==> config.mk <==
export PLATFORM = sky130hd
export DESIGN_NAME = PixelPipeline
export DESIGN_NICKNAME = d
export VERILOG_FILES = /design/src/common/PixelPkg.sv /design/src/verilog/SidebandDelay.sv /design/src/tmu/TexEnv.sv /design/src/tmu/TextureMappingUnit.sv /design/src/fog/FogLut.sv /design/src/fog/FogBlend.sv /design/src/verilog/PixelPipeline.sv
export VERILOG_INCLUDE_DIRS = /design/src /design/src/common
export SDC_FILE = /design/constraint.sdc
export NUM_CORES = 2
export LEC_CHECK = 0
export ABC_AREA = 1
export BUFFER_PORTS_ARGS = -buffer_cell sky130_fd_sc_hd__buf_2
export CORE_ASPECT_RATIO = 1.5
export CORE_MARGIN = 2
export CORE_UTILIZATION = 54
export CTS_BUF_LIST = sky130_fd_sc_hd__clkbuf_4 sky130_fd_sc_hd__clkbuf_8 sky130_fd_sc_hd__clkbuf_16
export CTS_CLUSTER_DIAMETER = 150
export CTS_CLUSTER_SIZE = 25
export DETAILED_ROUTE_END_ITERATION = 10
export PLACE_DENSITY = 0.8
export SLEW_MARGIN = 30
export SYNTH_ARGS = -nofsm -noshare
export SYNTH_HDL_FRONTEND = slang
export SYNTH_SLANG_ARGS = --single-unit
==> constraint.sdc <==
create_clock -name clk -period 5.97 [get_ports clk]
set_clock_uncertainty 0.15 [all_clocks]
set_input_delay 0.597 -clock clk [delete_from_list [all_inputs] [get_ports clk]]
set_output_delay 0.597 -clock clk [all_outputs]
set_load 0.02 [all_outputs]
==> src/common/pixelPipeline_cfg.svh <==
`ifndef PIXEL_PIPELINE_CFG_SVH
`define PIXEL_PIPELINE_CFG_SVH

// Colour channel and fragment sideband widths
`define SUB_PIXEL_WIDTH     8
`define INDEX_WIDTH         14
`define SCREEN_POS_WIDTH    11
`define DEPTH_WIDTH         32

// Texture sampling, S16.15 coordinates on a square power of two texture
`define TEX_COORD_WIDTH     32
`define TEX_SIZE_LOG2       7

// Fog table and its load stream
`define FOG_LUT_DEPTH_LOG2  5
`define CMD_STREAM_WIDTH    64

// Bit positions in the feature enable word
`define FEATURE_TMU_POS     0
`define FEATURE_FOG_POS     1

// Stage latencies in clock cycles
`define TMU_LATENCY         2
`define FOG_LATENCY         2

`endif

==> src/common/PixelPkg.sv <==
`include "pixelPipeline_cfg.svh"

package PixelPkg;

    ////////////////////////////////////////
    // Plain vector types
    ////////////////////////////////////////
    typedef logic [`SUB_PIXEL_WIDTH - 1 : 0]        subPixelT;
    // RGBA, R in the top byte
    typedef logic [4 * `SUB_PIXEL_WIDTH - 1 : 0]    pixelT;
    // T in the upper half, S in the lower half
    typedef logic [2 * `TEX_SIZE_LOG2 - 1 : 0]      texAddrT;
    typedef logic [`TEX_COORD_WIDTH - 1 : 0]        texCoordT;
    // Q16.16
    typedef logic [`DEPTH_WIDTH - 1 : 0]            depthT;
    typedef logic [`SUB_PIXEL_WIDTH - 1 : 0]        fogFactorT;
    typedef logic [`CMD_STREAM_WIDTH - 1 : 0]       cmdWordT;

    // Value 3 is not a legal mode
    typedef enum logic [1 : 0]
    {
        REPLACE  = 2'd0,
        MODULATE = 2'd1,
        ADD      = 2'd2
    } texEnvModeE;

    ////////////////////////////////////////
    // Grouped signals
    ////////////////////////////////////////
    typedef struct packed
    {
        logic                               valid;
        logic                               last;
        logic                               keep;
        logic [`INDEX_WIDTH - 1 : 0]        index;
        logic [`SCREEN_POS_WIDTH - 1 : 0]   screenPosX;
        logic [`SCREEN_POS_WIDTH - 1 : 0]   screenPosY;
        depthT                              depth;
    } sidebandT;

    typedef struct packed
    {
        logic       enable;
        texEnvModeE mode;
    } tmuConfT;

    typedef struct packed
    {
        logic   enable;
        pixelT  fogColor;
    } fogConfT;

endpackage

==> src/verilog/SidebandDelay.sv <==
`timescale 1ns/1ps

// Carries the fragment sideband alongside the colour stages
module SidebandDelay
#(
    parameter int Depth = 4
)
(
    input  logic                clk,
    input  logic                rst,
    input  PixelPkg::sidebandT  in,
    output PixelPkg::sidebandT  out
);

    PixelPkg::sidebandT stages [Depth];

    always_ff @(posedge clk)
    begin
        stages[0] <= in;
        for (int i = 1; i < Depth; i++)
        begin
            stages[i] <= stages[i - 1];
        end
        // Only the strobes are cleared, payload may hold stale values
        if (rst)
        begin
            for (int i = 0; i < Depth; i++)
            begin
                stages[i].valid <= 1'b0;
                stages[i].last  <= 1'b0;
            end
        end
    end

    assign out = stages[Depth - 1];

    // A last marker never leaves without a fragment
    lastNeedsValid: assert property (@(posedge clk) disable iff (rst)
        out.last |-> out.valid);

endmodule

==> src/tmu/TexEnv.sv <==
`timescale 1ns/1ps
`include "pixelPipeline_cfg.svh"

// Texture environment, applied to each RGBA channel on its own
module TexEnv
(
    input  PixelPkg::texEnvModeE    mode,
    input  PixelPkg::pixelT         texel,
    input  PixelPkg::pixelT         primary,
    output PixelPkg::pixelT         result
);

    localparam int ChannelWidth = `SUB_PIXEL_WIDTH;
    localparam int Channels = 4;

    for (genvar ch = 0; ch < Channels; ch++)
    begin : gChannel
        PixelPkg::subPixelT texCh;
        PixelPkg::subPixelT primCh;
        PixelPkg::subPixelT addSat;
        logic [2 * ChannelWidth - 1 : 0] product;
        logic [ChannelWidth : 0] sum;

        assign texCh   = texel[ch * ChannelWidth +: ChannelWidth];
        assign primCh  = primary[ch * ChannelWidth +: ChannelWidth];
        assign product = texCh * primCh;
        assign sum     = texCh + primCh;

        // Clamp to full scale on carry out
        assign addSat = sum[ChannelWidth] ? {ChannelWidth{1'b1}} : sum[ChannelWidth - 1 : 0];

        // Anything other than modulate or add falls back to the texel
        assign result[ch * ChannelWidth +: ChannelWidth] =
            (mode == PixelPkg::MODULATE) ? product[2 * ChannelWidth - 1 : ChannelWidth] :
            (mode == PixelPkg::ADD)      ? addSat :
                                           texCh;
    end

endmodule

==> src/tmu/TextureMappingUnit.sv <==
`timescale 1ns/1ps
`include "pixelPipeline_cfg.svh"

// Nearest texel sampling with a single texture environment stage
module TextureMappingUnit
(
    input  logic                    clk,
    input  logic                    rst,
    input  PixelPkg::tmuConfT       conf,
    input  PixelPkg::pixelT         primaryColor,
    input  PixelPkg::texCoordT      textureS,
    input  PixelPkg::texCoordT      textureT,
    output PixelPkg::texAddrT       texelAddr,
    input  PixelPkg::pixelT         texelColor,
    output PixelPkg::pixelT         texturedColor
);

    // Top fraction bit of an S16.15 coordinate
    localparam int FracMsb = 14;

    PixelPkg::pixelT primaryStage1;
    PixelPkg::pixelT envColor;

    ////////////////////////////////////////
    // Stage 1 address
    ////////////////////////////////////////
    // Integer part dropped, so the coordinates repeat across the texture
    always_ff @(posedge clk)
    begin
        texelAddr <= {
            textureT[FracMsb -: `TEX_SIZE_LOG2],
            textureS[FracMsb -: `TEX_SIZE_LOG2]
        };
        primaryStage1 <= primaryColor;
    end

    ////////////////////////////////////////
    // Stage 2 combine
    ////////////////////////////////////////
    // Texel arrives combinationally from the external memory
    TexEnv texEnv
    (
        .mode(conf.mode),
        .texel(texelColor),
        .primary(primaryStage1),
        .result(envColor)
    );

    always_ff @(posedge clk)
    begin
        if (conf.enable)
        begin
            texturedColor <= envColor;
        end
        else
        begin
            texturedColor <= primaryStage1;
        end
    end

    legalTexEnvMode: assert property (@(posedge clk) disable iff (rst)
        conf.mode != 2'd3);

endmodule

==> src/fog/FogLut.sv <==
`timescale 1ns/1ps
`include "pixelPipeline_cfg.svh"

// Fog factor table, written from the command stream, read by depth
module FogLut
(
    input  logic                    clk,
    input  logic                    rst,
    input  logic                    lutValid,
    input  logic                    lutLast,
    input  PixelPkg::cmdWordT       lutData,
    input  PixelPkg::depthT         depth,
    input  PixelPkg::pixelT         colorIn,
    output PixelPkg::fogFactorT     factor,
    output PixelPkg::pixelT         colorOut
);

    localparam int Entries = 1 << `FOG_LUT_DEPTH_LOG2;
    localparam int FactorsPerBeat = `CMD_STREAM_WIDTH / `SUB_PIXEL_WIDTH;
    localparam int BeatIdxWidth = $clog2(FactorsPerBeat);
    localparam int PtrWidth = `FOG_LUT_DEPTH_LOG2 - BeatIdxWidth;
    // Q16.16, integer part starts here
    localparam int DepthIntLsb = 16;

    PixelPkg::fogFactorT factorTable [Entries];
    logic [PtrWidth - 1 : 0] beatPtr;

    ////////////////////////////////////////
    // Stream loader
    ////////////////////////////////////////
    // Byte 0 of a beat lands on the lowest entry of its block
    always_ff @(posedge clk)
    begin
        if (lutValid)
        begin
            for (int i = 0; i < FactorsPerBeat; i++)
            begin
                factorTable[{beatPtr, BeatIdxWidth'(i)}] <=
                    lutData[i * `SUB_PIXEL_WIDTH +: `SUB_PIXEL_WIDTH];
            end
        end
    end

    always_ff @(posedge clk)
    begin
        if (rst)
        begin
            beatPtr <= '0;
        end
        else if (lutValid)
        begin
            beatPtr <= lutLast ? '0 : beatPtr + 1'b1;
        end
    end

    ////////////////////////////////////////
    // Lookup
    ////////////////////////////////////////
    always_ff @(posedge clk)
    begin
        factor   <= factorTable[depth[DepthIntLsb +: `FOG_LUT_DEPTH_LOG2]];
        colorOut <= colorIn;
    end

    lastOnlyWithValid: assert property (@(posedge clk) disable iff (rst)
        lutLast |-> lutValid);

endmodule

==> src/fog/FogBlend.sv <==
`timescale 1ns/1ps
`include "pixelPipeline_cfg.svh"

// Mixes the fragment colour towards the fog colour
module FogBlend
(
    input  logic                    clk,
    input  PixelPkg::fogConfT       conf,
    input  PixelPkg::fogFactorT     factor,
    input  PixelPkg::pixelT         color,
    output PixelPkg::pixelT         blended
);

    localparam int ChannelWidth = `SUB_PIXEL_WIDTH;
    localparam int Channels = 4;

    PixelPkg::pixelT fogged;
    logic [ChannelWidth : 0] invFactor;

    // 256 - factor, never zero
    assign invFactor = {1'b1, {ChannelWidth{1'b0}}} - {1'b0, factor};

    // Alpha is fogged too
    for (genvar ch = 0; ch < Channels; ch++)
    begin : gChannel
        PixelPkg::subPixelT colorCh;
        PixelPkg::subPixelT fogCh;
        logic [2 * ChannelWidth : 0] colorPart;
        logic [2 * ChannelWidth : 0] fogPart;
        logic [2 * ChannelWidth : 0] mix;

        assign colorCh   = color[ch * ChannelWidth +: ChannelWidth];
        assign fogCh     = conf.fogColor[ch * ChannelWidth +: ChannelWidth];
        assign colorPart = colorCh * factor;
        assign fogPart   = fogCh * invFactor;
        // Weights sum to 256 so the sum stays below 2^16
        assign mix       = colorPart + fogPart;

        assign fogged[ch * ChannelWidth +: ChannelWidth] =
            mix[2 * ChannelWidth - 1 : ChannelWidth];
    end

    always_ff @(posedge clk)
    begin
        blended <= conf.enable ? fogged : color;
    end

endmodule

==> src/verilog/PixelPipeline.sv <==
`timescale 1ns/1ps
`include "pixelPipeline_cfg.svh"

// Fragment colour path: texture, then fog, sideband delayed to match
module PixelPipeline
(
    input  logic                    clk,
    input  logic                    rst,

    input  logic [31 : 0]           confFeatureEnable,
    input  PixelPkg::texEnvModeE    confTexEnvMode,
    input  PixelPkg::pixelT         confFogColor,

    input  logic                    fogLutValid,
    input  logic                    fogLutLast,
    input  PixelPkg::cmdWordT       fogLutData,

    input  PixelPkg::sidebandT      fragment,
    input  PixelPkg::pixelT         primaryColor,
    input  PixelPkg::texCoordT      textureS,
    input  PixelPkg::texCoordT      textureT,

    output PixelPkg::texAddrT       texelAddr,
    input  PixelPkg::pixelT         texelColor,

    output PixelPkg::sidebandT      framebuffer,
    output PixelPkg::pixelT         fragmentColor
);

    PixelPkg::tmuConfT  tmuConf;
    PixelPkg::fogConfT  fogConf;
    PixelPkg::sidebandT tmuSideband;
    PixelPkg::pixelT    texturedColor;
    PixelPkg::pixelT    lutColor;
    PixelPkg::fogFactorT fogFactor;

    assign tmuConf.enable   = confFeatureEnable[`FEATURE_TMU_POS];
    assign tmuConf.mode     = confTexEnvMode;
    assign fogConf.enable   = confFeatureEnable[`FEATURE_FOG_POS];
    assign fogConf.fogColor = confFogColor;

    ////////////////////////////////////////
    // Texture stage
    ////////////////////////////////////////
    TextureMappingUnit tmu
    (
        .clk(clk),
        .rst(rst),
        .conf(tmuConf),
        .primaryColor(primaryColor),
        .textureS(textureS),
        .textureT(textureT),
        .texelAddr(texelAddr),
        .texelColor(texelColor),
        .texturedColor(texturedColor)
    );

    // Split in two so the fog lookup sees the depth of its own fragment
    SidebandDelay #(.Depth(`TMU_LATENCY)) tmuDelay
    (
        .clk(clk),
        .rst(rst),
        .in(fragment),
        .out(tmuSideband)
    );

    ////////////////////////////////////////
    // Fog stage
    ////////////////////////////////////////
    FogLut fogLut
    (
        .clk(clk),
        .rst(rst),
        .lutValid(fogLutValid),
        .lutLast(fogLutLast),
        .lutData(fogLutData),
        .depth(tmuSideband.depth),
        .colorIn(texturedColor),
        .factor(fogFactor),
        .colorOut(lutColor)
    );

    FogBlend fogBlend
    (
        .clk(clk),
        .conf(fogConf),
        .factor(fogFactor),
        .color(lutColor),
        .blended(fragmentColor)
    );

    SidebandDelay #(.Depth(`FOG_LATENCY)) fogDelay
    (
        .clk(clk),
        .rst(rst),
        .in(tmuSideband),
        .out(framebuffer)
    );

endmodule

-- Word-level counts from Yosys, hierarchy flattened
Memory sizes are Yosys's and may differ from the RTL's. A register that Yosys moved wholly into a read port is not among the register bits.
Cells that the tools add are included.
W data, S select, Z words.
- bitwise operators: 8
- equal/unequal tests: 2
- add/sub/neg operators: 10
- $mul: 12
- muxes and demuxes: 27
- operators with widths (operator ; count):
    $mul A8 B8 Y16 ; 8
    $mux W8 ; 12
    $add A16 B16 Y16 ; 4
    $mul A8 B9 Y16 ; 4
    $mux W32 ; 2
    $add A8 B8 Y9 ; 4
    $mux W1 ; 12
    $sub A9 B8 Y9 const A ; 1
    $or A1 B1 Y1 const A ; 8
    $add A2 B1 Y2 const B ; 1
    $eq A2 B1 Y1 const B ; 1
    $eq A2 B2 Y1 const B ; 1
    $mux W2 ; 1
- word-level logic and storage cells: 68
- memories kept: 3
- bits of input ports: 333
- bits in registers: 144
- output and inout port bits: 117
- bits in writable memories: 540
- memories (name ; depth ; width ; read ports ; clocked after Yosys merged registers in ; write ports ; line ; source):
    fogLut.factorTable ; 32 ; 8 ; 1 ; 1 ; 8 ; FogLut.sv:25 ; PixelPkg::fogFactorT factorTable [Entries];
    fogDelay.stages ; 2 ; 71 ; 2 ; 0 ; 2 ; SidebandDelay.sv:15 ; PixelPkg::sidebandT stages [Depth];
    tmuDelay.stages ; 2 ; 71 ; 2 ; 0 ; 2 ; SidebandDelay.sv:15 ;

-- Longest topological paths before layout
- depth after elaboration: 5
- gate-level depth with buffers: 35
- depth with buffers taken out: 32

-- Modules after synthesis
Synthesis repeated with hierarchy kept, for this count alone.
- cell total of the unflattened synthesis: 5756
- area, all modules: 49496.2 um2
- modules (own cells, without submodules) (module ; instances ; area an instance (um2) ; cells an instance):
    FogBlend ; 1 ; 19683.9 ; 2677
    FogLut ; 1 ; 11378.4 ; 928
    TexEnv ; 1 ; 10635.2 ; 1669
    SidebandDelay ; 2 ; 2872.8 ; 150
    TextureMappingUnit ; 1 ; 2053.2 ; 182

-- Worst setup path after synthesis
No wires, ideal clock.
- path type: flip-flop to flip-flop
- start: register fogLut.factor[0] (read register of fogLut.factorTable)
- end: register fogBlend.blended[24]
- slack: -0.422 ns
- data required time: 5.706 ns
- cell stages (with the launch flop): 26
- period minus slack after synthesis: 6.392 ns
- data arrival time: 6.128 ns
- buffers on the path: 4
- cells stage by stage: dfxtp_1 -> buf_2 -> clkbuf_1 -> buf_1 -> inv_1 -> ha_1 -> xnor2_1 -> clkbuf_1 -> nand2_1 -> fa_1 -> fa_1 -> inv_1 -> fa_1 -> fa_1 -> fa_1 -> inv_1 -> fa_1 -> inv_1 -> ha_1 -> a21oi_1 -> o21ai_0 -> inv_1 -> nand2_1 -> or2_2 -> nand3_1 -> nand2_1
- longest elaborated chain between the ends: 4
- elaborated cells on any way between the ends: 5
- ends and longest elaborated chain (element ; line ; source):
    start: declaration ; FogLut.sv:14 ; output PixelPkg::fogFactorT factor,
    $sub A9 B8 Y9 ; FogBlend.sv:21 ; assign invFactor = {1'b1, {ChannelWidth{1'b0}}} - {1'b0, factor};
    $mul A8 B9 Y16 ; FogBlend.sv:35 ; assign fogPart = fogCh * invFactor;
    $add A16 B16 Y16 (*) ; FogBlend.sv:37 ; assign mix = colorPart + fogPart;
    $mux W32 (*) ; FogBlend.sv:45 ; blended <= conf.enable ? fogged : color;
    end signal: assignment ; FogBlend.sv:45 ;
    end: declaration ; FogBlend.sv:11 ; output PixelPkg::pixelT blended
Every way passes the cells marked *; elsewhere a longest branch is shown, timed or not.
A chain may end at the register's enable or synchronous reset.

-- Worst setup path in the final report
- start: register fogLut.factor[1] (read register of fogLut.factorTable)
- end: register fogBlend.blended[31]
The elaborated chain is that of the path after synthesis.

==> results.txt <==
----------------------------------------------------
[Clock network]
  Number of clock sinks seen by CTS ... 692
  Worst-path clk slew ... 0.10 ns
  Clk Latency, worst-skew pair ... 0.62 ns
  Total clock buffers created by CTS ... 34
  H-Tree Depth ... 2
  Clock Tree Root ... sky130_fd_sc_hd__clkbuf_16
  Maximum clock path buffer count ... 3
  TritonCTS clock tree ... yes

[Setup path]
  Worst r2r src ... fogLut.factor[1]
  Data arrival at the endpoint of the critical path ... 6.40 ns
  CP Launch Type ... flop
  Most common cell on crit path ... sky130_fd_sc_hd__fa_1
  Peak per-stage delay on the critical path ... roughly 0.54 ns
  Crit path max fanout ... 7
  Crit path launch ... fogLut.factor[1]
  Type of element capturing the critical path ... flop
  Setup CP Type ... reg -> reg
  Required @ worst endpoint ... 6.33 ns
  Max stage delay cell, worst path ... sky130_fd_sc_hd__fa_1

[Yosys]
  Dominant combinational cell family by area after synthesis ... adder cells
  Net count of the mapped netlist ... 6,799
  Simple-gate area share of the yosys netlist ... 16.4%
  Top FF cell, synth ... sky130_fd_sc_hd__dfxtp_1
  Arithmetic-cell share of the synthesized area counting full adders, half adders and majority gates ... roughly 33%
  Area of the mapped netlist ... 48,700 um^2
  Xor-xnor portion of the synthesized cell area ... less than 1%
  Average size of a mapped cell ... 8.83 um^2
  Share of flip-flops with an asynchronous set or reset after synthesis ... 0%
  Part of the Yosys area used for sequential elements ... 33.7%
  Mux contribution to synthesized area ... 0%
  Number of flops mapped to enable cells by yosys ... 256
  Top post-synthesis cells by area ... sky130_fd_sc_hd__fa_1, sky130_fd_sc_hd__dfxtp_1, sky130_fd_sc_hd__edfxtp_1
  Count of distinct cell types in the synthesized netlist ... 48
  Area share of the leading cell type in the synthesized netlist ... 22.5%
  Post-synthesis compound-gate area fraction ... 5.38%
  Count of warnings emitted by yosys ... 0
  Gate count of the mapped netlist ... between 5,000 and 6,000
  Count of state elements after synthesis ... approximately 700
  Cell accounting for the most synthesized area ... sky130_fd_sc_hd__fa_1

[GRT]
  Initial antenna violation count ... 41
  Vias in the first global route ... 40,500
  GRT Residual Overflow ... 0
  Pin count of the biggest net entering global routing ... 82
  Total track usage ... 27.7%
  Global-route wire length before repair ... 203,000 um

[STA]
  Total count of max-transition violations in the final report ... 0
  Slew at the pin with the worst max-slew slack ... 0.977 ns
  Final hold violations ... 0
  Max transition margin ... about a third
  Post-layout min period ... about 6 ns
  PnR worst setup slack ... -0.0704 ns
  Total of endpoints with negative setup slack in the final report ... 13
  Total negative setup slack ... -0.335 ns
  Fin crit share ... 101%
  Maximum achievable frequency ... around 170 MHz
  Unrepaired setup endpoints after global routing ... yes

[Finish]
  Fraction of final layout cells with drive strength greater than 1 ... ~14%
  Share of the core filled with cells in the final layout ... a little over three fifths
  Area growth from synthesis to layout ... 14.7%
  Post-layout net count ... ~7,300

[Placement]
  Number of buffers added on ports ... 369
  Gp weighted congestion ... between 0.9 and 1
  HPWL reported at the end of detailed placement ... 96,000 um
  Setup Slack @ Placement ... -0.164 ns

[Die]
  Number of rows in the core area ... around 130
  Total Die Area ... roughly 93,000 um^2
  Boundary pin count ... 450
  Area of the core ... 89,200 um^2
  Die Y-Extent ... roughly 370 um
  Width of the die ... ~250 um
  Starting density of the core ... 54.6%

[Detailed routing]
  Average wire length per cell after detail routing ... around 18 um
  Post-DRT Antenna Nets ... 0
  Drt drc ... 0
  Sum of routed wire length over all layers ... 128,000 um
  Count of routing violations after the opening detailed-route iteration ... 2,818
  Pre-Repair DR Iteration Count ... 6
  Average vias per placed instance ... 5.36
  Total via count in the routed design ... 38,500

[Status]
  Status ... finished, violations left
  Violated checks ... negative setup slack

[Min path]
  Path category of the worst min-delay check ... in -> reg
  Startpoint of the lowest-slack hold path ... fragment[70]

[Flow run]
  Max-Cap Viols ... 0

----------------------------------------------------
-- per-stage QoR --
stage,std cells,hold slack (ns),cell area [um^2]
5_1_grt,7175,0.0253,55900
4_1_cts,7152,0.0000712,55200
6_report,7183,0.0418,55900
2_1_floorplan,5517,0.160,49100
3_5_place_dp,6980,0.162,52800
3_3_place_gp,6980,0.160,52800
-- state kept, by name, indices dropped and copies added (netlist names) --
signal              flops
fogBlend.blended       32
tmu.primaryStage1      32
tmu.texelAddr          14
tmu.texturedColor      32
fogLut.factorTable    256
tmuDelay.stages       142
fogLut.factor           8
fogLut.beatPtr          2
fogDelay.stages       142
fogLut.colorOut        32
-- worst paths after layout --
check                      endpoint  slack, ns  cells past startpoint
min reg2reg  tmuDelay.stages[1][62]       0.17                      0
min          tmuDelay.stages[0][70]       0.04                      3
max reg2reg    fogBlend.blended[31]      -0.07                     29
max            fogBlend.blended[31]      -0.07                     29
-- cell usage after synthesis, drive strengths merged (16+ instances only) --
| cell | number |
|---|---|
| fa | 548 |
| nand3b | 25 |
| clkbuf | 162 |
| nand4 | 33 |
| buf | 69 |
| nand3 | 198 |
| dfxtp | 436 |
| a21oi | 162 |
| o221ai | 52 |
| nor2 | 469 |
| o21ai | 201 |
| edfxtp | 256 |
| inv | 1198 |
| xnor2 | 16 |
| nand2 | 1187 |
| ha | 401 |
-- critical path, delay by kind of cell (launching register included) --
family | cells | cell delay (ns)
compound gates | 1 | 0.20
simple gates | 13 | 1.34
fa+ha+maj | 8 | 3.42
buf+inv | 7 | 0.49
flops | 1 | 0.35
-- cell families (layout without fill, tap and decap cells) --
group	after synthesis	count (layout)
AO/OA/AOI/OAI	465	465
XOR/XNOR	28	28
adder cells (fa/ha/maj)	949	949
buffers and inverters	1431	1923
flip-flops	692	692
other	0	18
AND/OR/NAND/NOR	1952	1952
-- placed cells by master (no fill, tap or decap), types with 116 or more instances in the layout --
cell	instances
sky130_fd_sc_hd__a21oi_1	138
sky130_fd_sc_hd__buf_2	369
sky130_fd_sc_hd__buf_4	163
sky130_fd_sc_hd__dfxtp_1	432
sky130_fd_sc_hd__dlygate4sd3_1	116
sky130_fd_sc_hd__edfxtp_1	256
sky130_fd_sc_hd__fa_1	538
sky130_fd_sc_hd__ha_1	369
sky130_fd_sc_hd__inv_1	1164
sky130_fd_sc_hd__nand2_1	1140
sky130_fd_sc_hd__nand3_1	193
sky130_fd_sc_hd__nor2_1	437
sky130_fd_sc_hd__o21ai_0	182
-- metal layers --
| layer | up-vias | GRT usage [%] | routed length (um) |
|---|---|---|---|
| met5 | - | 0 | 238 |
| li1 | 17700 | - | - |
| met2 | 1669 | 50.4 | 64900 |
| met4 | 36 | 15.7 | 7830 |
| met1 | 18500 | 30.3 | 45600 |
| met3 | 551 | 5.25 | 9940 |
-- final cells by class --
type                    instances  area (um^2)
fillers                      7136        33300
well taps                    1156         1450
diodes                         18         45.0
flip-flops and latches        692        16400
repair buffers                670         4540
clock inverters                 6          103
inverters                    1200         4520
clock buffers                  47          948
multi-input cells            3394        27900
-- repair_timing --
item                                    CTS  global route
resized for setup                        39           158
hold buffers                            116             0
setup buffers                             3            13
endpoints found under the hold margin   116             0
pin swaps                                11            78
endpoints found under the setup margin   25            32
Power is not shown: default switching activity piles up to over one toggle a cycle in this logic, so the estimate is an artifact.
